**src/dcache_defs.svh**
```systemverilog
////////////////////
// cache geometry for the two-way dcache
// tag + index + offset must add up to 32 address bits
// words per line times word width must equal the line width
////////////////////
`ifndef DCACHE_DEFS_SVH
`define DCACHE_DEFS_SVH

// physical address split
`define DCACHE_TAG_W     20
`define DCACHE_INDEX_W   8
`define DCACHE_OFFSET_W  4

`define DCACHE_SETS      256     // 2**DCACHE_INDEX_W

// data path
`define DCACHE_WORD_W    32
`define DCACHE_LINE_W    128
`define DCACHE_WORDS     4       // banks per way
`define DCACHE_STRB_W    4       // byte lanes per word

`endif

```
**src/dcache_pkg.sv**
```systemverilog
////////////////////
// types shared by the dcache blocks
// sizes come from the defs header
////////////////////
package dcache_pkg;

`include "dcache_defs.svh"

    // controller states, miss path runs MISS -> REPLACE -> REFILL
    typedef enum logic [2:0] {
        IDLE,
        LOOKUP,
        HIT_WRITE,
        MISS,
        REPLACE,
        REFILL
    } cache_state_e;

    typedef enum logic {
        OP_LOAD,
        OP_STORE
    } mem_op_e;

    typedef logic [`DCACHE_TAG_W-1:0]   tag_t;
    typedef logic [`DCACHE_INDEX_W-1:0] index_t;
    typedef logic [`DCACHE_WORD_W-1:0]  word_t;
    typedef logic [`DCACHE_LINE_W-1:0]  line_t;
    typedef logic [`DCACHE_STRB_W-1:0]  strb_t;

endpackage

```
**src/dcache_store_merge.sv**
```systemverilog
////////////////////
// byte-strobe merge of one store word into a line
// purely combinational, zero strobe returns the base line
////////////////////
`timescale 1ns/1ps

`include "dcache_defs.svh"

module dcache_store_merge
    import dcache_pkg::*;
(
    input  line_t      base,
    input  word_t      word,
    input  logic [1:0] sel,
    input  strb_t      strb,
    output line_t      merged
);

    always_comb begin
        merged = base;
        for (int b = 0; b < `DCACHE_STRB_W; b++) begin
            if (strb[b]) begin
                // byte b of the selected word
                merged[sel*`DCACHE_WORD_W + b*8 +: 8] = word[b*8 +: 8];
            end
        end
    end

endmodule

```
**config.mk**
```make
export PLATFORM = sky130hd
export DESIGN_NAME = dcache_store_merge
export DESIGN_NICKNAME = d
export VERILOG_FILES = /design/src/dcache_pkg.sv /design/src/dcache_store_merge.sv
export VERILOG_INCLUDE_DIRS = /design/src /design/src/src
export SDC_FILE = /design/constraint.sdc
export NUM_CORES = 1
export LEC_CHECK = 0
export ABC_AREA = 1
export ABC_CLOCK_PERIOD_IN_PS = 1600
export BUFFER_PORTS_ARGS = -buffer_cell sky130_fd_sc_hd__buf_4
export CAP_MARGIN = 25
export CORE_AREA = 10 10 105 107
export DETAILED_ROUTE_END_ITERATION = 10
export DIE_AREA = 0 0 115 117
export PLACE_DENSITY = 0.72
export SLEW_MARGIN = 40
export SYNTH_ARGS = -nofsm -noshare
export SYNTH_HDL_FRONTEND = slang
export SYNTH_SLANG_ARGS = --single-unit
```
**constraint.sdc**
```tcl
create_clock -name vclk -period 1.6
set_input_delay 0.16 -clock vclk [all_inputs]
set_output_delay 0.16 -clock vclk [all_outputs]
set_load 0.01 [all_outputs]
```
Word level (Yosys, flattened, before mapping)
Index checks and enable logic that the tools add are counted.
Operators by class
  $add $sub $neg: 7
  multipliers: 0
  div/mod/pow operators: 0
  magnitude comparators: 0
  equality and inequality tests: 0
  shifts and indexed selects: 8
  muxes and demuxes: 8
  bitwise logic cells: 0
  reduce and logical (&&, ||, !) cells: 0
Operators by type and width (number)
  128-bit bitwise mux: 4
  128-bit two-way mux: 4
  8-bit by 34-bit variable shift with 128-bit output (first input constant): 4
  8-bit by 34-bit variable part select with 128-bit output: 4
  8-bit negator with 34-bit output: 3
  7-bit negator with 34-bit output: 1
  7-bit by 5-bit adder with 8-bit output (second input constant): 2
  7-bit by 4-bit adder with 8-bit output (second input constant): 1
Word-level totals
  flip-flop bits (word level): 0
  bits in latches: 0
  bits in writable memories: 0
  memory bits (read-only): 0
  input port bits: 166
  output and inout port bits: 128
  memories: 0

Logic depth before layout (Yosys ltp)
Gate-level depths: netlist (run 1).
  depth after elaboration: 10
  mapped depth: 9
  gate-level depth less buffers: 7

Worst setup path after synthesis (run 1)
No wires, ideal clock.
  path type: in2out
  from: in sel[0]
  to: out merged[0]
  arrival time: 1477 ps
  data required time: 1440 ps
  slack: -37 ps
  stages on the path: 8
  path buffers: 2
  cell sequence: buf_2 -> inv_2 -> buf_2 -> ha_1 -> nand2_2 -> nor2_1 -> nand2_1 -> nand2_1
Between the ends
  word-level cells in the longest chain between the ends: 10
  elaborated cells between the ends (all ways): 23
  classes of those cells: add/sub (7); shift (8); mux (8)
Ends and longest elaborated chain
  start, declared: line dcache_store_merge.sv:14  | input logic [1:0] sel,
  branches (longest 9 deep; another with 8-bit negator with 34-bit output)
  128-bit two-way mux (*): line dcache_store_merge.sv:22  | if (strb[b]) begin
  end, declared: line dcache_store_merge.sv:16  | output line_t merged
Mark *: on every way between the ends.

Worst setup path after layout (run 1)
  from: in sel[1]
  to: out merged[99]
Same word-level chain as after synthesis.

==> results.md, run 1 <==
* Power, Total at 0.00146 W
* Vias in the first global route at 4541
* Total grt overflow at 0
* Clock network power share at 0%
* Seq. cell area at 0 µm²
* Nature of the critical path endpoint: output port
* First-pass GRT wire length at 22.6 mm
* Logic gate share of total power at 100.0%
* Total die area at 0.0135 mm²
* Crit path time final at 1.52 ns
* Area grow syn2layout at 109%
* Buffers on Ports at 294
* Sw frac at 46.9%
* Worst Path Arrival at 1.36 ns
* Initial antenna violation count at 0
* Avg WL per Cell at 14.6 µm
* Setup crit end: merged[99]
* Layout cells sized above 1 at 36.8%
* Vias per cell at 4.46
* Global-route usage over all layers at 20.1%
* Layout Utilization at 57.6%
* Seq_cells at 0
* Avg Cell Area, Syn at 3.93 µm²
* Internal power at 0.000773 W
* Synth cell types at 13
* DRC at 0
* Seq/Total Area, Yosys at 0%
* Initial Util at 27.6%
* Die width at 115 µm
* Nets at 1113
* Fin crit share at 95.0%
* RSZ-0062 raised after global routing: true
* Worst min-delay path startpoint: base[92]
* Synthesized cell area at 0.00249 mm²
* Max_slew headroom at 78.0%
* WL final at 15.3 mm
* Pins Over Slew Limit at 0
* Sequential Power Share at 0%
* CP required at 1.44 ns
* Max Cap Viol at 0
* Net Sw Power at 0.000684 W
* Post-Syn Instances at 635
* Peak supply drop at 0.124 mV
* Placer's final routability congestion estimate at 0.870
* Run status: finished clean
* Die height at 117 µm
* CP Max Fanout at 8
* Ys Warns at 0
* Leak at 3.18 nW
* Worst hold margin at 0.597 ns
* Syn_nets at 807
* Drt pass-1 iters at 5
* Kind of critical path: primary input to output port
* Core ar. at 0.00902 mm²
* # rows at 35
* DP Wirelength at 13.0 mm
* Power Dens Cells at 280 mW/mm²
* Achievable Freq at 0.658 GHz
* # hold bufs at CTS at 0
* DRT iter0 DRCs at 330
* Final setup viols at 0
* Worst-Margin Slew at 0.329 ns
* Setup TNS at 0 ns
* DR vias at 4682
* I/O pin cnt at 294
* Synth area leader: nand2_1
* HP Class: primary input to output port
* Critical path launch point type: primary input
* Largest cells by area after synthesis: nand2_1, nor2_1, buf_2
* CP startpoint: sel[1]
* Clock buffer count at 0
* Share of the synthesized area in the top cell type at 68.8%
* Final hold viol count at 0
* Pin count of the biggest net entering global routing at 33
* Fillers at 980
* Post-route ant nets at 0
* Antenna cells at 0
==> power by group through the flow <==
stage / logic, W / clock network [W] / registers, W
after global placement: 0.00142 / 0 / 0
final: 0.00146 / 0 / 0
after floorplan: 0.000555 / 0 / 0
after global routing: 0.00160 / 0 / 0
after detailed placement: 0.00142 / 0 / 0
after CTS: 0.00143 / 0 / 0
==> metal layers <==
| metal | routed length (µm) | up-vias | GRT usage [%] |
|---|---|---|---|
| li1 | - | 2481 | - |
| met1 | 5820 | 1952 | 22.6 |
| met2 | 7440 | 225 | 35.5 |
| met3 | 1660 | 24 | 6.88 |
| met4 | 410 | 0 | 4.79 |
| met5 | 0 | - | 0 |
==> kinds of logic after synthesis <==
group	Yosys count	synth area share (%)
buf+inv	43	8.08
fa+ha+maj	6	3.01
simple gates	584	88.4
compound gates	2	0.552
==> cells in the final DEF (no fill, tap or decap) <==
| cell type | instances |
|---|---|
| inv_1 | 12 |
| nand2_2 | 4 |
| nor2_4 | 2 |
| clkbuf_16 | 2 |
| ha_2 | 2 |
| nor2_2 | 1 |
| a21oi_4 | 2 |
| buf_6 | 1 |
| buf_12 | 11 |
| nor2_1 | 121 |
| nand2_1 | 456 |
| inv_2 | 2 |
| ha_1 | 4 |
| buf_4 | 319 |
==> metrics by stage <==
step	std cells	worst slack, ns	instance area (µm²)
global route	1050	-0.0577	5200
detailed placement	1045	-0.0227	5090
CTS	1045	0.0375	5100
finish	1050	0.0794	5200
floorplan	635	0.00834	2500
global placement	1045	-0.00920	5090
==> cells in the mapped netlist, drive strengths merged <==
master and n:
buf 23, nand2 460, clkbuf 6, a21oi 2, nor2 124, ha 6
inv 14
==> cell type report <==
type | count | area (µm²) | area share [%]
well taps | 111 | 139 | 2.67
multi-input cells | 592 | 2330 | 44.9
repair buffers | 333 | 2680 | 51.5
inverters | 14 | 52.6 | 1.01
==> worst min-delay path by stage <==
stage             endpoint  slack (ns)  depth (start not counted)
4_1_cts         merged[81]        0.60                          4
2_1_floorplan  merged[104]        0.44                          2
6_report        merged[92]        0.60                          4
5_1_grt        merged[106]        0.61                          4
3_3_place_gp    merged[21]        0.60                          4
3_5_place_dp    merged[68]        0.60                          4
==> worst max-delay path: stages <==
cell and delay [ns]:
buf_4 0.13, inv_1 0.12, ha_2 0.30, inv_1 0.09, nand2_1 0.11, nor2_4 0.19, nand2_1 0.08, nand2_1 0.07
buf_4 0.12
==> what timing repair did <==
| action | CTS | global route |
|---|---|---|
| endpoints found under the setup margin | 8 | 85 |
| gates cloned | 0 | 2 |
| gates resized for setup | 1 | 6 |
| pin swaps | 0 | 2 |
| setup buffers | 0 | 3 |
(Power assumes the default switching activity.)
==> run 2: changes to the inputs <==
SETUP_SLACK_MARGIN = 0.5   (was not set)
==> run 2 against run 1 <==
Compared with the run above:
- global-route usage up 2.5 points
- count of clock-buffer cells in the layout stayed put
- maximum frequency shrank 2.0%
- via count increased by 11%
- sequential cell count is the same
- worst hold slack worse by 0.0060 ns
- first-iteration DRC count decreased by 3.9%
- routed wire length rose by 24%
- sequential share of layout area stayed put
==> results.md, run 2 (synthesized netlist as in run 1, its figures left out) <==
* I/O pin cnt at 294
* Run status: finished clean
* Drt pass-1 iters at 4
* Sw frac at 47.7%
* DRT iter0 DRCs at 317
* Most frequent cells in the layout: nand2_1, buf_4, nand2_2, buf_6, nor2_1
* Crit-path cells: buf_12, clkinvlp_4, buf_4, a21oi_4, buf_6, buf_6, clkbuf_16, nand2_1, nand2_1, buf_4
* Kind of critical path: primary input to output port
* Total die area at 0.0135 mm²
* DRC at 0
* Dpl ws at 0.0640 ns
* Antenna cells at 0
* Pin count of the biggest net entering global routing at 20
* Max_slew headroom at 79.3%
* RSZ-0062 raised after global routing: true
* Critical path launch point type: primary input
* Sequential Power Share at 0%
* Net Sw Power at 0.000961 W
* Final hold viol count at 0
* Nets at 1122
* DP Wirelength at 13.0 mm
* Logic gate share of total power at 100.0%
* Power Dens Cells at 292 mW/mm²
* First-pass GRT wire length at 25.1 mm
* Core ar. at 0.00902 mm²
* Max Cap Viol at 0
* Worst hold margin at 0.591 ns
* Initial antenna violation count at 0
* CP top delay family: buffers and inverters
* Seq_cells at 0
* Leak at 4.03 nW
* Vias in the first global route at 4818
* Layout cells sized above 1 at 61.8%
* Most common cell after layout, fill and taps aside: nand2_1
* Nature of the critical path endpoint: output port
* CP required at 1.44 ns
* # hold bufs at CTS at 0
* Area grow syn2layout at 177%
* Post-route ant nets at 0
* Dpl cells at 1023
* Final WS setup at 0.0482 ns
* Power, Total at 0.00201 W
* Worst-Margin Slew at 0.309 ns
* Clock network power share at 0%
* Internal power at 0.00105 W
* # rows at 35
* Global-route usage over all layers at 22.6%
* Worst Path Arrival at 1.39 ns
* Die height at 117 µm
* DR vias at 5212
* Initial Util at 27.6%
* CP Max Fanout at 5
* Setup TNS at 0 ns
* Avg WL per Cell at 18.0 µm
* Non-Filler Instances at 1059
* Vias per cell at 4.92
* Buffers on Ports at 294
* Pins Over Slew Limit at 0
* Die width at 115 µm
* Slowest cell on crit path: buf_4
* Fillers at 699
* Placer's final routability congestion estimate at 0.904
* WL final at 19.0 mm
* Slowest cell delay on critical path at 0.18 ns
* Fin crit share at 97.0%
* Crit path time final at 1.55 ns
* Buf/Inv on CP at 7
* Final setup viols at 0
* Total grt overflow at 0
* Clock buffer count at 0
* Achievable Freq at 0.644 GHz
* HP Class: primary input to output port
* Seq. cell area at 0 µm²
* Peak supply drop at 0.154 mV
[run 2: power by group through the flow]
stage / Combinational (W) / Sequential, W / Clock [W]
6_report: 0.00201 / 0 / 0
5_1_grt: 0.00213 / 0 / 0
4_1_cts: 0.00173 / 0 / 0
3_5_place_dp: 0.00145 / 0 / 0
3_3_place_gp: 0.00144 / 0 / 0
2_1_floorplan: 0.000654 / 0 / 0
[run 2: worst paths after layout]
| check | startpoint | end | slack, ns | depth (start not counted) |
|---|---|---|---|---|
| worst max-delay path | sel[1] | merged[85] | 0.05 | 10 |
| worst min-delay path | base[27] | merged[27] | 0.59 | 4 |
[run 2: cell type report]
cell class                 instances  area (µm²)  share of cell area (%)
tap                              111         139                    2.01
timing repair buffer             341        3290                    47.7
multi-input combinational        593        3400                    49.2
inverter                          14        73.8                    1.07
[run 2: through the flow]
stage               util, %  area, µm²
finish                 76.5       6900
global route           76.5       6900
CTS                    66.2       5970
detailed placement     56.8       5120
global placement       56.8       5120
floorplan                 -       2890
[run 2: timing repair]
| action | CTS | global route |
|---|---|---|
| pin swaps | 40 | 55 |
| endpoints found under the hold margin | 0 | 0 |
| resized for setup | 149 | 205 |
| setup endpoints to repair | 128 | 128 |
| buffers inserted | 14 | 5 |
| cloned | 10 | 7 |
[run 2: routing by layer]
metal	vias up	global-route usage [%]	routed length, µm
met5	-	0	0
met4	0	4.95	676
met3	54	6.42	1920
met2	287	40.4	9680
met1	2355	26.1	6740
li1	2516	-	-
[run 2: worst min-delay path, cell delays in order]
cell and delay (ns):
buf_4 0.08, nand2_2 0.04, nand2_2 0.06, buf_6 0.09
