[src/dcache_defs.svh]
////////////////////
// cache geometry for the two-way dcache
// tag + index + offset must add up to 32 address bits
// words per line times word width must equal the line width
////////////////////
`ifndef DCACHE_DEFS_SVH
`define DCACHE_DEFS_SVH

// physical address split
`define DCACHE_TAG_W     20
`define DCACHE_INDEX_W   8
`define DCACHE_OFFSET_W  4

`define DCACHE_SETS      256     // 2**DCACHE_INDEX_W

// data path
`define DCACHE_WORD_W    32
`define DCACHE_LINE_W    128
`define DCACHE_WORDS     4       // banks per way
`define DCACHE_STRB_W    4       // byte lanes per word

`endif

[src/dcache_pkg.sv]
////////////////////
// types shared by the dcache blocks
// sizes come from the defs header
////////////////////
package dcache_pkg;

`include "dcache_defs.svh"

    // controller states, miss path runs MISS -> REPLACE -> REFILL
    typedef enum logic [2:0] {
        IDLE,
        LOOKUP,
        HIT_WRITE,
        MISS,
        REPLACE,
        REFILL
    } cache_state_e;

    typedef enum logic {
        OP_LOAD,
        OP_STORE
    } mem_op_e;

    typedef logic [`DCACHE_TAG_W-1:0]   tag_t;
    typedef logic [`DCACHE_INDEX_W-1:0] index_t;
    typedef logic [`DCACHE_WORD_W-1:0]  word_t;
    typedef logic [`DCACHE_LINE_W-1:0]  line_t;
    typedef logic [`DCACHE_STRB_W-1:0]  strb_t;

endpackage

[src/dcache_ctrl.sv]
////////////////////
// request buffer, miss FSM and per-set LRU bit
// one miss at a time, addr_ok low from MISS through REFILL
// store hits take one extra cycle in HIT_WRITE
////////////////////
`timescale 1ns/1ps

`include "dcache_defs.svh"

module dcache_ctrl
    import dcache_pkg::*;
(
    input  logic    clk,
    input  logic    reset,
    input  logic    req_valid,
    input  mem_op_e req_op,
    input  logic [31:0] req_addr,
    input  word_t   req_wdata,
    input  strb_t   req_wstrb,
    output logic    addr_ok,
    output logic    data_ok,
    output word_t   rdata,
    output logic    rd_req,
    output logic [31:0] rd_addr,
    input  logic    rd_rdy,
    input  logic    ret_valid,
    input  line_t   ret_data,
    output logic    wr_req,
    output logic [31:0] wr_addr,
    output line_t   wr_data,
    input  logic    wr_rdy,
    // way control
    output index_t  ram_index,
    output tag_t    req_tag,
    output logic    way_bank_we [2][4],
    output logic    way_tag_we [2],
    output logic    dirty_we,
    output logic    dirty_val,
    input  logic    hit0, hit1, dirty0, dirty1, valid0, valid1,
    input  tag_t    tag0, tag1,
    input  line_t   line0, line1,
    // store merge
    output line_t   merge_base,
    output word_t   merge_word,
    output logic [1:0] merge_sel,
    output strb_t   merge_strb,
    input  line_t   merged_line
);

    cache_state_e state, next_state;

    // buffered request
    tag_t    buf_tag;
    index_t  buf_index;
    logic [1:0] buf_sel;
    mem_op_e buf_op;
    word_t   buf_wdata;
    strb_t   buf_wstrb;

    logic [`DCACHE_SETS-1:0] lru_bits;     // 1 = way1 is next victim
    logic  accept, hit_any, victim, victim_dirty;
    line_t hit_line;

    assign hit_any = hit0 | hit1;
    assign hit_line = hit1 ? line1 : line0;
    assign accept = req_valid && addr_ok;

    // an invalid way is filled before anything is evicted
    assign victim = !valid0 ? 1'b0 : (!valid1 ? 1'b1 : lru_bits[buf_index]);
    assign victim_dirty = victim ? dirty1 : dirty0;

    always_ff @(posedge clk) begin
        if (accept) begin
            buf_tag   <= req_addr[31 -: `DCACHE_TAG_W];
            buf_index <= req_addr[`DCACHE_OFFSET_W +: `DCACHE_INDEX_W];
            buf_sel   <= req_addr[3:2];
            buf_op    <= req_op;
            buf_wdata <= req_wdata;
            buf_wstrb <= req_wstrb;
        end
    end

    always_ff @(posedge clk) begin
        if (reset) begin
            state <= IDLE;
        end else begin
            state <= next_state;
        end
    end

    always_comb begin
        next_state = state;
        case (state)
            IDLE:      if (accept) next_state = LOOKUP;
            LOOKUP: begin
                if (!hit_any)
                    next_state = MISS;
                else if (buf_op == OP_STORE)
                    next_state = HIT_WRITE;
                else
                    next_state = accept ? LOOKUP : IDLE;   // back-to-back hits
            end
            HIT_WRITE: next_state = IDLE;
            MISS:      if (!victim_dirty || wr_rdy) next_state = REPLACE;
            REPLACE:   if (rd_rdy) next_state = REFILL;
            REFILL:    if (ret_valid) next_state = IDLE;
            default:   next_state = IDLE;
        endcase
    end

    // lru points away from the way just used
    always_ff @(posedge clk) begin
        if (reset) begin
            lru_bits <= '0;
        end else if (state == LOOKUP && hit_any) begin
            lru_bits[buf_index] <= hit0;
        end else if (state == REFILL && ret_valid) begin
            lru_bits[buf_index] <= ~victim;
        end
    end

    assign addr_ok = (state == IDLE) || (state == LOOKUP && hit_any && buf_op == OP_LOAD);
    assign data_ok = (state == LOOKUP && hit_any) || (state == REFILL && ret_valid);
    assign rdata = (state == REFILL) ? ret_data[buf_sel*`DCACHE_WORD_W +: `DCACHE_WORD_W]
                                     : hit_line[buf_sel*`DCACHE_WORD_W +: `DCACHE_WORD_W];

    assign wr_req  = (state == MISS) && victim_dirty;
    assign wr_addr = {victim ? tag1 : tag0, buf_index, {`DCACHE_OFFSET_W{1'b0}}};
    assign wr_data = victim ? line1 : line0;
    assign rd_req  = (state == REPLACE);
    assign rd_addr = {buf_tag, buf_index, {`DCACHE_OFFSET_W{1'b0}}};   // line aligned

    // new request goes straight to the RAMs, else hold the buffered set
    assign ram_index = accept ? req_addr[`DCACHE_OFFSET_W +: `DCACHE_INDEX_W] : buf_index;
    assign req_tag = buf_tag;

    always_comb begin
        for (int w = 0; w < 2; w++) begin
            way_tag_we[w] = 1'b0;
            for (int b = 0; b < `DCACHE_WORDS; b++) begin
                way_bank_we[w][b] = 1'b0;
            end
        end
        if (state == HIT_WRITE) begin
            way_bank_we[hit1][buf_sel] = 1'b1;     // RAM still shows the hit set here
        end else if (state == REFILL && ret_valid) begin
            way_tag_we[victim] = 1'b1;
            for (int b = 0; b < `DCACHE_WORDS; b++) begin
                way_bank_we[victim][b] = 1'b1;
            end
        end
    end

    assign dirty_we  = (state == HIT_WRITE) || (state == REFILL && ret_valid);
    assign dirty_val = (buf_op == OP_STORE);

    // loads merge with an empty strobe so the refill line passes unchanged
    assign merge_base = (state == REFILL) ? ret_data : hit_line;
    assign merge_word = buf_wdata;
    assign merge_sel  = buf_sel;
    assign merge_strb = (buf_op == OP_STORE) ? buf_wstrb : '0;

endmodule

[config.mk]
export PLATFORM = sky130hd
export DESIGN_NAME = dcache_ctrl
export DESIGN_NICKNAME = d
export VERILOG_FILES = /design/src/dcache_pkg.sv /design/src/dcache_ctrl.sv
export VERILOG_INCLUDE_DIRS = /design/src /design/src/src
export SDC_FILE = /design/constraint.sdc
export NUM_CORES = 1
export LEC_CHECK = 0
export BUFFER_PORTS_ARGS = -buffer_cell sky130_fd_sc_hd__buf_2
export CORE_AREA = 2 2 410 412
export DETAILED_ROUTE_END_ITERATION = 10
export DIE_AREA = 0 0 412 414
export GPL_TIMING_DRIVEN = 0
export PLACE_DENSITY = 0.3
export SYNTH_ARGS = -nofsm -noshare
export SYNTH_HDL_FRONTEND = slang
export SYNTH_SLANG_ARGS = --single-unit
[constraint.sdc]
create_clock -name clk -period 6.15 [get_ports clk]
set_input_delay 1.23 -clock clk [delete_from_list [all_inputs] [get_ports clk]]
set_output_delay 1.23 -clock clk [all_outputs]
set_load 0.005 [all_outputs]
* Word-level counts from Yosys, hierarchy flattened
Cells that the tools add are included.
** Word-level totals
- Register bits :: 326
- Logic and storage cells :: 97
** Cells by class
- Magnitude comparators :: 8
- Equality and inequality tests :: 9
- Shifts and indexed selects :: 2
- Mux-type cells :: 44
- Bitwise gates (word level) :: 9
- Reductions and logical operators :: 17
** Operators with widths (number)
- 256-bit bitwise mux :: 2
- 256-bit 2-to-1 mux :: 2
- 128-bit 2-to-1 mux :: 3
- 128-bit by 8-bit variable part select with 32-bit output :: 2
- 32-bit 2-to-1 mux :: 1
- 8-bit 2-to-1 mux :: 3
- 8-bit bitwise OR :: 3
- 4-bit demux with 1-bit select :: 5
- 20-bit 2-to-1 mux :: 1
- 3-bit 2-to-1 mux :: 5
- 3-bit case mux with 5 select lines :: 1
- 4-bit 2-to-1 mux :: 3
- 2-bit 2-to-1 mux :: 5
- 1-bit logical AND :: 9
- 8-bit by 9-bit < comparator with 1-bit output (second input constant) :: 1
- 1-bit 2-to-1 mux :: 9
- 1-bit binary-select mux with 8-bit select :: 1
- 1-bit demux with 8-bit select :: 1
- 8-bit by 1-bit >= comparator with 1-bit output (second input constant) :: 1
- 3-bit by 2-bit == test with 1-bit output (second input constant) :: 2
- 3-bit == test (second input constant) :: 2
- 2-bit inequality test (second input constant) :: 3
- 2-bit >= comparator (second input constant) :: 2
- 1-bit logical OR :: 4
- other kinds (15) :: 18

* Depth between registers and ports, before layout
Gate-level depths: netlist (run 1).
- Depth in word-level cells :: 14
- Depth in mapped cells :: 15
- Gate-level depth less buffers :: 9

* Worst setup path after synthesis (run 1)
OpenSTA, ideal clock, no wires.
- Path type :: input-to-output
- From :: input port hit1
- To :: output port ram_index[0]
- Arrival time :: 4.307 ns
- Required time :: 4.920 ns
- Slack :: 0.613 ns
- Cell stages on the path :: 8
- Path through :: clkbuf_1 nor2_1 o21a_1 nor3_1 nand2_1 inv_1 clkbuf_1 o21ai_0
** Between the ends
- Longest elaborated chain between the ends :: 6
** RTL lines
- from (decl) :: line dcache_ctrl.sv:39 : input logic hit0, hit1, dirty0, dirty1, valid0, valid1,
- 1-bit bitwise OR :: line dcache_ctrl.sv:64 : assign hit_any = hit0 | hit1;
- 1-bit logical AND (2 in series) :: line dcache_ctrl.sv:122 : assign addr_ok = (state == IDLE) || (state == LOOKUP && hit_any && buf_op == OP_LOAD);
- 1-bit logical OR :: line dcache_ctrl.sv:122
- net addr_ok :: line dcache_ctrl.sv:20 : output logic addr_ok,
- 1-bit logical AND :: line dcache_ctrl.sv:66 : assign accept = req_valid && addr_ok;
- 8-bit 2-to-1 mux :: line dcache_ctrl.sv:134 : assign ram_index = accept ? req_addr[`DCACHE_OFFSET_W +: `DCACHE_INDEX_W] : buf_index;
- to (decl) :: line dcache_ctrl.sv:33 : output index_t ram_index,
The timed path passes the listed nets, and every way through them passes these cells.

* Final worst setup path (run 1)
- From :: register buf_index[7]
- To :: output port wr_data[62]
** Between the ends
- Longest elaborated chain between the ends :: 5
** RTL lines
- from (decl) :: line dcache_ctrl.sv:54 : index_t buf_index;
- from (signal assigned) :: line dcache_ctrl.sv:75 : buf_index <= req_addr[`DCACHE_OFFSET_W +: `DCACHE_INDEX_W];
- 1-bit binary-select mux with 8-bit select :: line dcache_ctrl.sv:69 : assign victim = !valid0 ? 1'b0 : (!valid1 ? 1'b1 : lru_bits[buf_index]);
- 1-bit 2-to-1 mux (implied by the code) :: line dcache_ctrl.sv:69
- 1-bit 2-to-1 mux (2 in series) :: line dcache_ctrl.sv:69
- 128-bit 2-to-1 mux :: line dcache_ctrl.sv:129 : assign wr_data = victim ? line1 : line0;
- to (decl) :: line dcache_ctrl.sv:30 : output line_t wr_data,
Every way passes these cells. The select of a mux whose other input is x is not followed.

==> results of run 1 <==
[area by class of cell]
cell class,count,area share (%)
tap,2204,9.55
sequential,326,24.7
inverter,10,0.143
antenna,27,0.234
clock inverter,20,0.763
buffer,254,4.99
timing repair buffer,939,16.5
multi-input combinational,1430,38.5
clock buffer,64,4.61
[repair_timing]
item,4_1_cts,5_1_grt
pin swaps,3,2
setup endpoints to repair,186,58
gates cloned,0,0
buffers inserted,2,1
gates resized for setup,50,36
endpoints found under the hold margin,0,0
[final timing paths]
kind / slack, ns / from / endpoint
max reg2reg: 1.46 / buf_index[7] / lru_bits[119]
min reg2reg: 0.52 / lru_bits[148] / lru_bits[148]
min: 0.52 / lru_bits[148] / lru_bits[148]
max: 0.04 / buf_index[7] / wr_data[62]
[kinds of logic after synthesis]
group           count (synthesis)  synth area share (%)
compound gates                740                  23.9
buf+inv                       266                  6.95
flops                         326                  36.5
mux                           390                  26.1
other cells                     1                0.0193
simple gates                  292                  6.45
[routing by layer]
| layer | up-vias | global-route usage (%) | part of all wire, % |
|---|---|---|---|
| met5 | - | 0 | 0.12 |
| met4 | 38 | 5.43 | 2.9 |
| met3 | 214 | 12.1 | 14 |
| met2 | 1116 | 35.3 | 44 |
| met1 | 11400 | 27.8 | 40 |
| li1 | 9644 | - | - |
[stage by stage]
| step | setup TNS (ns) | worst slack, ns | instance area, µm² |
|---|---|---|---|
| 6_report | 0 | 0.0423 | 28900 |
| 5_1_grt | 0 | 0.00254 | 28800 |
| 4_1_cts | 0 | 0.00200 | 28700 |
| 3_5_place_dp | -38.49 | -0.590 | 27000 |
| 3_3_place_gp | -178.79 | -3.42 | 26900 |
| 2_1_floorplan | 0 | 0.613 | 19500 |
[flip-flops by register name, indices dropped and copies added, names as in the netlist]
name        flops
lru_bits      256
dirty_val       1
req_tag        20
state           3
buf_wstrb       4
merge_sel       2
buf_index       8
merge_word     32
[power by group]
group | switching (mW) | total [mW] | leakage, nW | internal (mW)
clock | 1.19 | 2.83 | 0.761 | 1.65
combinational | 1.93 | 2.77 | 7.48 | 0.842
sequential | 0.0648 | 2.31 | 2.72 | 2.24
[cell usage in the layout (no fill, tap or decap), types with 8 or more instances in the layout]
master and n:
clkbuf_16 48, nand2_1 182, dfxtp_1 261, and2_1 9, nand3_1 13, mux2_2 48
edfxtp_1 59, a21boi_1 10, mux2_1 100, mux2i_1 159, clkbuf_2 20, mux4_2 80
diode_2 27, a22oi_1 18, a21oi_2 8, o21ai_1 10, buf_4 51, buf_6 22
clkbuf_1 151, inv_1 9, a21oi_1 262, nor3_1 17, buf_2 940, nor2_1 35
clkinv_2 9, o21ai_0 130, conb_1 8, a211oi_1 258
[worst min-delay path: cells and delay by family, from the launching register on]
family	cells	cell delay, ns
AOI/OAI and AO/OA	2	0.17
DFF	1	0.31
==> metrics.cfg, run 1 <==
[routing]
firstDrtPassIters=5
drt_iter0_drc=1934
vias=22400
post_drt_wl_per_cell_um=38.7
drt_wl_total_um=204000
ant_nets=0
drc=0
viasPerCell=4.25

[placed_design]
place_hpwl_um=174000
dp_cells=5161
gp_congestion=0.954
port_buffers=926

[setup_path]
reg2regPathDepth=14
cp.required_ns=4.92
criticalPathCategory=flop to primary output
cp-end-kind=primary output
worstSetupStartpointType=flop
crit_family=buffers and inverters
crit_fanout=10
cp_cell_sequence=buf_2 > nand2b_2 > nor3_1 > clkbuf_1 > nand4_1 > nand3_1 > nor4_4 > nand3_1 > o31ai_4 > buf_12 > buf_12 > buf_6 > mux2_1 > buf_2
critical_path_depth=14
critPathSlowestCell=clkbuf_1
cp.arrival_ns=4.88
slowest_delay_ns=0.62
path_buf_inv=6

[die]
io_pins=1067
dieWidth_um=412
initial_core_util_pct=11.7
design.core.area_um2=166000
rows=150
die_y_um=414
die_area_um2=171000

[yosys]
synth.area.top_cells=dfxtp_1 27%, a211oi_1 10%, mux4_2 9.2%, edfxtp_1 9.1%, mux2i_1 8.2%
synth_cell_types=56
synth_top_area_share_pct=27.4
synth_edf_count=59
post-synth-top-count-cell=dfxtp_1
synth_top_cell_by_area=dfxtp_1
ys_async_sr_fraction_pct=0
synth-main-ff-cell=dfxtp_1
syn-cell-area_um2=19500
ys_seq_area_share_pct=36.5
synth_seq_cells=326
synth_common_cells=267 x dfxtp_1, 262 x a21oi_1, 259 x a211oi_1
avgSynthCellArea_um2=9.67
syn_inst=2015
yosys_warnings=0

[cells_and_area]
drive_gt1_share_pct=42.3
multiInputGateArea_um2=11100
seqCellArea_um2=7130
nNetsFinal=3641
post-route-util_pct=17.4
area_growth_syn_to_layout_pct=48.2
final_cells=5274
num-fill-cells=19100

[power_and_ir_drop]
cellPowerDensity_nw_per_um2=274
finalPower_mw=7.91
vdd_ir_drop_max_mv=0.166
p_leak_nw=11.0

[global_routing]
grt_start_max_net_pins=60
grt-ovfl-total=0
grt_usage_pct=22.9
grt_pass1_vias=21500
grt_pass1_wl_um=252000
antenna_found_initial=74

[timing]
finalCritPeriodShare_pct=99.3
period_minus_slack_ns=6.11
hold_violations=0
rsz0062_at_grt=no
max_slew_margin_pct=1.07
worst_slew_pin_slew_ns=1.48
final_max_slew_viol_count=0
fmax_ghz=0.164
finalSetupViolCount=0
fin_skew_ns=0.0490
holdWs_ns=0.520

[clocking]
cts_tree=done
postCtsHoldBufs=0
clockBufferDepth=3
root_buffer=clkbuf_16
clk_latency_ns=0.64
cts_made_buffers=47
htreeDepth=2
clock-sinks=326
clk_pin_slew_ns=0.06

[hold_path]
hold_depth=2
hold_path_class=flop to flop

[job]
maxCapViolCount=0

[status]
outcome=completed

No activity file was read; power rests on OpenSTA's default activity.
==> run 2, diff against run 1 <==
--- a/config.mk
+++ b/config.mk
@@ -6,12 +6,14 @@
 export SDC_FILE = /design/constraint.sdc
 export NUM_CORES = 1
 export LEC_CHECK = 0
-export BUFFER_PORTS_ARGS = -buffer_cell sky130_fd_sc_hd__buf_2
-export CORE_AREA = 2 2 410 412
+export ABC_AREA = 1
+export BUFFER_PORTS_ARGS = -buffer_cell sky130_fd_sc_hd__buf_4
+export CORE_AREA = 2 2 415 417
 export DETAILED_ROUTE_END_ITERATION = 10
-export DIE_AREA = 0 0 412 414
+export DIE_AREA = 0 0 417 419
 export GPL_TIMING_DRIVEN = 0
 export PLACE_DENSITY = 0.3
 export SYNTH_ARGS = -nofsm -noshare
 export SYNTH_HDL_FRONTEND = slang
 export SYNTH_SLANG_ARGS = --single-unit
+export TNS_END_PERCENT = 20
==> run 2 against run 1 <==
Effect of this change:
- the run now ends with setup timing left
- core utilization up 1.2 points
- worst setup slack worse by 0.079 ns
- hold slack gained 0.017 ns
- area after synthesis rose by 2.9%
- total power increased by 35%
- maximum frequency down 1.3%
- critical path type is now primary input to primary output
==> metrics.cfg, run 2 <==
[timing]
fin_skew_ns=0.0438  ; was 0.0490 ns
hold_violations=0  ; unchanged
holdWs_ns=0.537  ; was 0.520 ns
fmax_ghz=0.162  ; was 0.164 GHz
finalSetupViolCount=2  ; was 0
period_minus_slack_ns=6.19  ; was 6.11 ns
worst_slew_pin_slew_ns=1.48  ; about the same
setup_slack_ns=-0.0371  ; was 0.0423 ns
finalCritPeriodShare_pct=101  ; was 99.3%
max_slew_margin_pct=1.58  ; was 1.07%
final_max_slew_viol_count=0  ; unchanged

[global_routing]
antenna_found_initial=50  ; was 74
grt-ovfl-total=0  ; unchanged
grt_pass1_vias=26300  ; was 21.5k
grt_pass1_wl_um=289000  ; was 252000 µm
grt_usage_pct=25.4  ; was 22.9%
grt_start_max_net_pins=48  ; was 60

[setup_path]
r2r_start=state[2]  ; was buf_index[7]
critPathSlowestCell=a31oi_1  ; was clkbuf_1
cp_cell_sequence=clkbuf_2 > clkbuf_1 > clkbuf_1 > nand2_1 > a31oi_1 > nand2_1 > nand4_1 > buf_4  ; was buf_2 > nand2b_2 > nor3_1 > clkbuf_1 > nand4_1 > nand3_1 > nor4_4 > nand3_1 > o31ai_4 > buf_12 > buf_12 > buf_6 > mux2_1 > buf_2
crit_fanout=10  ; unchanged
reg2reg_to=lru_bits[117]  ; was lru_bits[119]
reg2regPathDepth=12  ; was 14
cp.required_ns=4.92  ; about the same
worstSetupStartpointType=primary input  ; was flop
reg2reg_slack_ns=2.00  ; was 1.46 ns
cp.arrival_ns=4.96  ; was 4.88 ns
cp-end-kind=primary output  ; unchanged
criticalPathCategory=primary input to primary output  ; was flop to primary output
slowest_delay_ns=0.97  ; was 0.62 ns

[die]
die_area_um2=175000  ; was 171000 µm²
rows=152  ; was 150
design.core.area_um2=171000  ; was 166000 µm²
dieWidth_um=417  ; was 412 µm
die_y_um=419  ; was 414 µm
io_pins=1067  ; unchanged
initial_core_util_pct=11.7  ; about the same

[yosys]
avgSynthCellArea_um2=5.99  ; was 9.67 µm²
ys_async_sr_fraction_pct=0  ; unchanged
syn-cell-area_um2=20000  ; was 19500 µm²
synth_edf_count=59  ; unchanged
synth.area.top_cells=dfxtp_1 27%, nand2_1 27%, edfxtp_1 8.8%, nor2_1 7.9%, o21ai_0 7.5%  ; was dfxtp_1 27%, a211oi_1 10%, mux4_2 9.2%, edfxtp_1 9.1%, mux2i_1 8.2%
synth_seq_cells=326  ; unchanged
ys_seq_area_share_pct=35.5  ; was 36.5%
syn_inst=3345  ; was 2015
yosys_warnings=0  ; unchanged
synth_common_cells=1416 x nand2_1, 424 x nor2_1, 300 x o21ai_0  ; was 267 x dfxtp_1, 262 x a21oi_1, 259 x a211oi_1
synth-main-ff-cell=dfxtp_1  ; unchanged
synth_cell_types=28  ; was 56
synth_top_cell_by_area=dfxtp_1  ; unchanged
synth_top_area_share_pct=26.7  ; was 27.4%
post-synth-top-count-cell=nand2_1  ; was dfxtp_1

[status]
outcome=complete, but fails checks  ; was completed
violations=setup timing

[job]
maxCapViolCount=0  ; unchanged

[cells_and_area]
drive_gt1_share_pct=28.0  ; was 42.3%
final_cell_mix=1372 x nand2_1, 993 x buf_4, 420 x nor2_1, 299 x o21ai_0, 265 x dfxtp_1  ; was 940 x buf_2, 262 x a21oi_1, 261 x dfxtp_1, 258 x a211oi_1, 182 x nand2_1
nNetsFinal=4958  ; was 3641
final_common_cell=nand2_1  ; was buf_2
final_cells=6616  ; was 5274
largest_reg_flops=256  ; unchanged
multiInputGateArea_um2=11400  ; was 11100 µm²
fin_area_um2=31700  ; was 28900 µm²
num-fill-cells=19900  ; was 19.1k
post-route-util_pct=18.6  ; was 17.4%
area_growth_syn_to_layout_pct=58.3  ; was 48.2%
seqCellArea_um2=7120  ; was 7130 µm²
top_register=lru_bits  ; unchanged

[routing]
drt_iter0_drc=3156  ; was 1934
drt_wl_total_um=232000  ; was 204000 µm
vias=28500  ; was 22.4k
ant_nets=0  ; unchanged
post_drt_wl_per_cell_um=35.1  ; was 38.7 µm
firstDrtPassIters=8  ; was 5
drc=0  ; unchanged
viasPerCell=4.31  ; was 4.25

[clocking]
root_buffer=clkbuf_16  ; unchanged
cts_tree=done  ; unchanged
clk_pin_slew_ns=0.06  ; about the same
clock-sinks=326  ; unchanged
clk_latency_ns=0.60  ; was 0.64 ns
htreeDepth=2  ; unchanged
clockBufferDepth=3  ; unchanged
cts_made_buffers=41  ; was 47

[placed_design]
placed_area_um2=29900  ; was 27000 µm²
place_hpwl_um=191000  ; was 174000 µm
dp_cells=6513  ; was 5161
port_buffers=927  ; was 926
gp_congestion=1.01  ; was 0.954

[hold_path]
hold_path_class=flop to flop  ; unchanged
hold_end=lru_bits[253]  ; was lru_bits[148]
hold_depth=2  ; unchanged
hp-start=lru_bits[253]  ; was lru_bits[148]

[power_and_ir_drop]
vdd_ir_drop_max_mv=0.178  ; was 0.166 mV
cellPowerDensity_nw_per_um2=336  ; was 274 nW/µm²
p_leak_nw=14.6  ; was 11.0 nW

run 2: logic make-up after synthesis:
group / synth area share (%)
other: 0.0187
AND/OR/NAND/NOR: 36.5
buffers and inverters: 8.80
AO/OA/AOI/OAI: 19.1
flip-flops: 35.5
run 2: through the flow:
step	power (mW)	setup TNS [ns]	setup slack, ns
after floorplan	4.24	0	0.512
after global placement	8.03	-223.44	-2.40
after detailed placement	7.99	-137.39	-1.63
after CTS	10.7	-0.748	-0.0931
after global routing	10.9	-0.000381	-0.000381
final	10.7	-0.0670	-0.0371
run 2: area by class of cell:
type,instances,share of cell area [%]
Clock buffer,59,3.89
Multi-Input combinational cell,2632,35.9
Buffer,268,4.62
Antenna cell,26,0.205
Tap cell,2233,8.81
Timing Repair Buffer,931,22.1
Inverter,125,1.51
Clock inverter,16,0.525
Sequential cell,326,22.5
run 2: repair_timing:
action	in CTS	in global routing
setup buffers	3	0
gates resized for setup	112	38
pin swaps	1	0
endpoints found under the setup margin	180	78
hold buffers	0	0
run 2: routing by layer:
metal | wire length (µm) | part of all wire [%] | up-vias | GRT usage (%)
met4 | 16800 | 7.3 | 8 | 16.0
met5 | 49 | 0.021 | - | 0
met2 | 110000 | 47 | 1302 | 42.5
met1 | 92900 | 40 | 14100 | 30.2
li1 | - | - | 12800 | -
met3 | 12600 | 5.4 | 349 | 4.18
run 2: worst max path at each step:
| stage | cells after the start | from | endpoint | slack, ns |
|---|---|---|---|---|
| after floorplan | 9 | hit1 | ram_index[0] | 0.51 |
| after detailed placement | 18 | buf_index[3] | wr_data[43] | -1.63 |
| after global routing | 8 | hit1 | rdata[10] | -0.0004 |
| final | 8 | hit1 | rdata[10] | -0.04 |
| after global placement | 10 | hit1 | ram_index[1] | -2.40 |
| after CTS | 17 | buf_index[5] | wr_data[120] | -0.09 |
run 2: critical path: cells and delay by family:
family          cells  cell delay (ns)
compound gates      1             0.97
buf+inv             4             2.08
simple gates        3             0.63
run 2: report_power, final:
part,internal [mW],switching [mW]
Combinational,1.55,4.04
Clock,1.49,1.10
Sequential,2.35,0.126
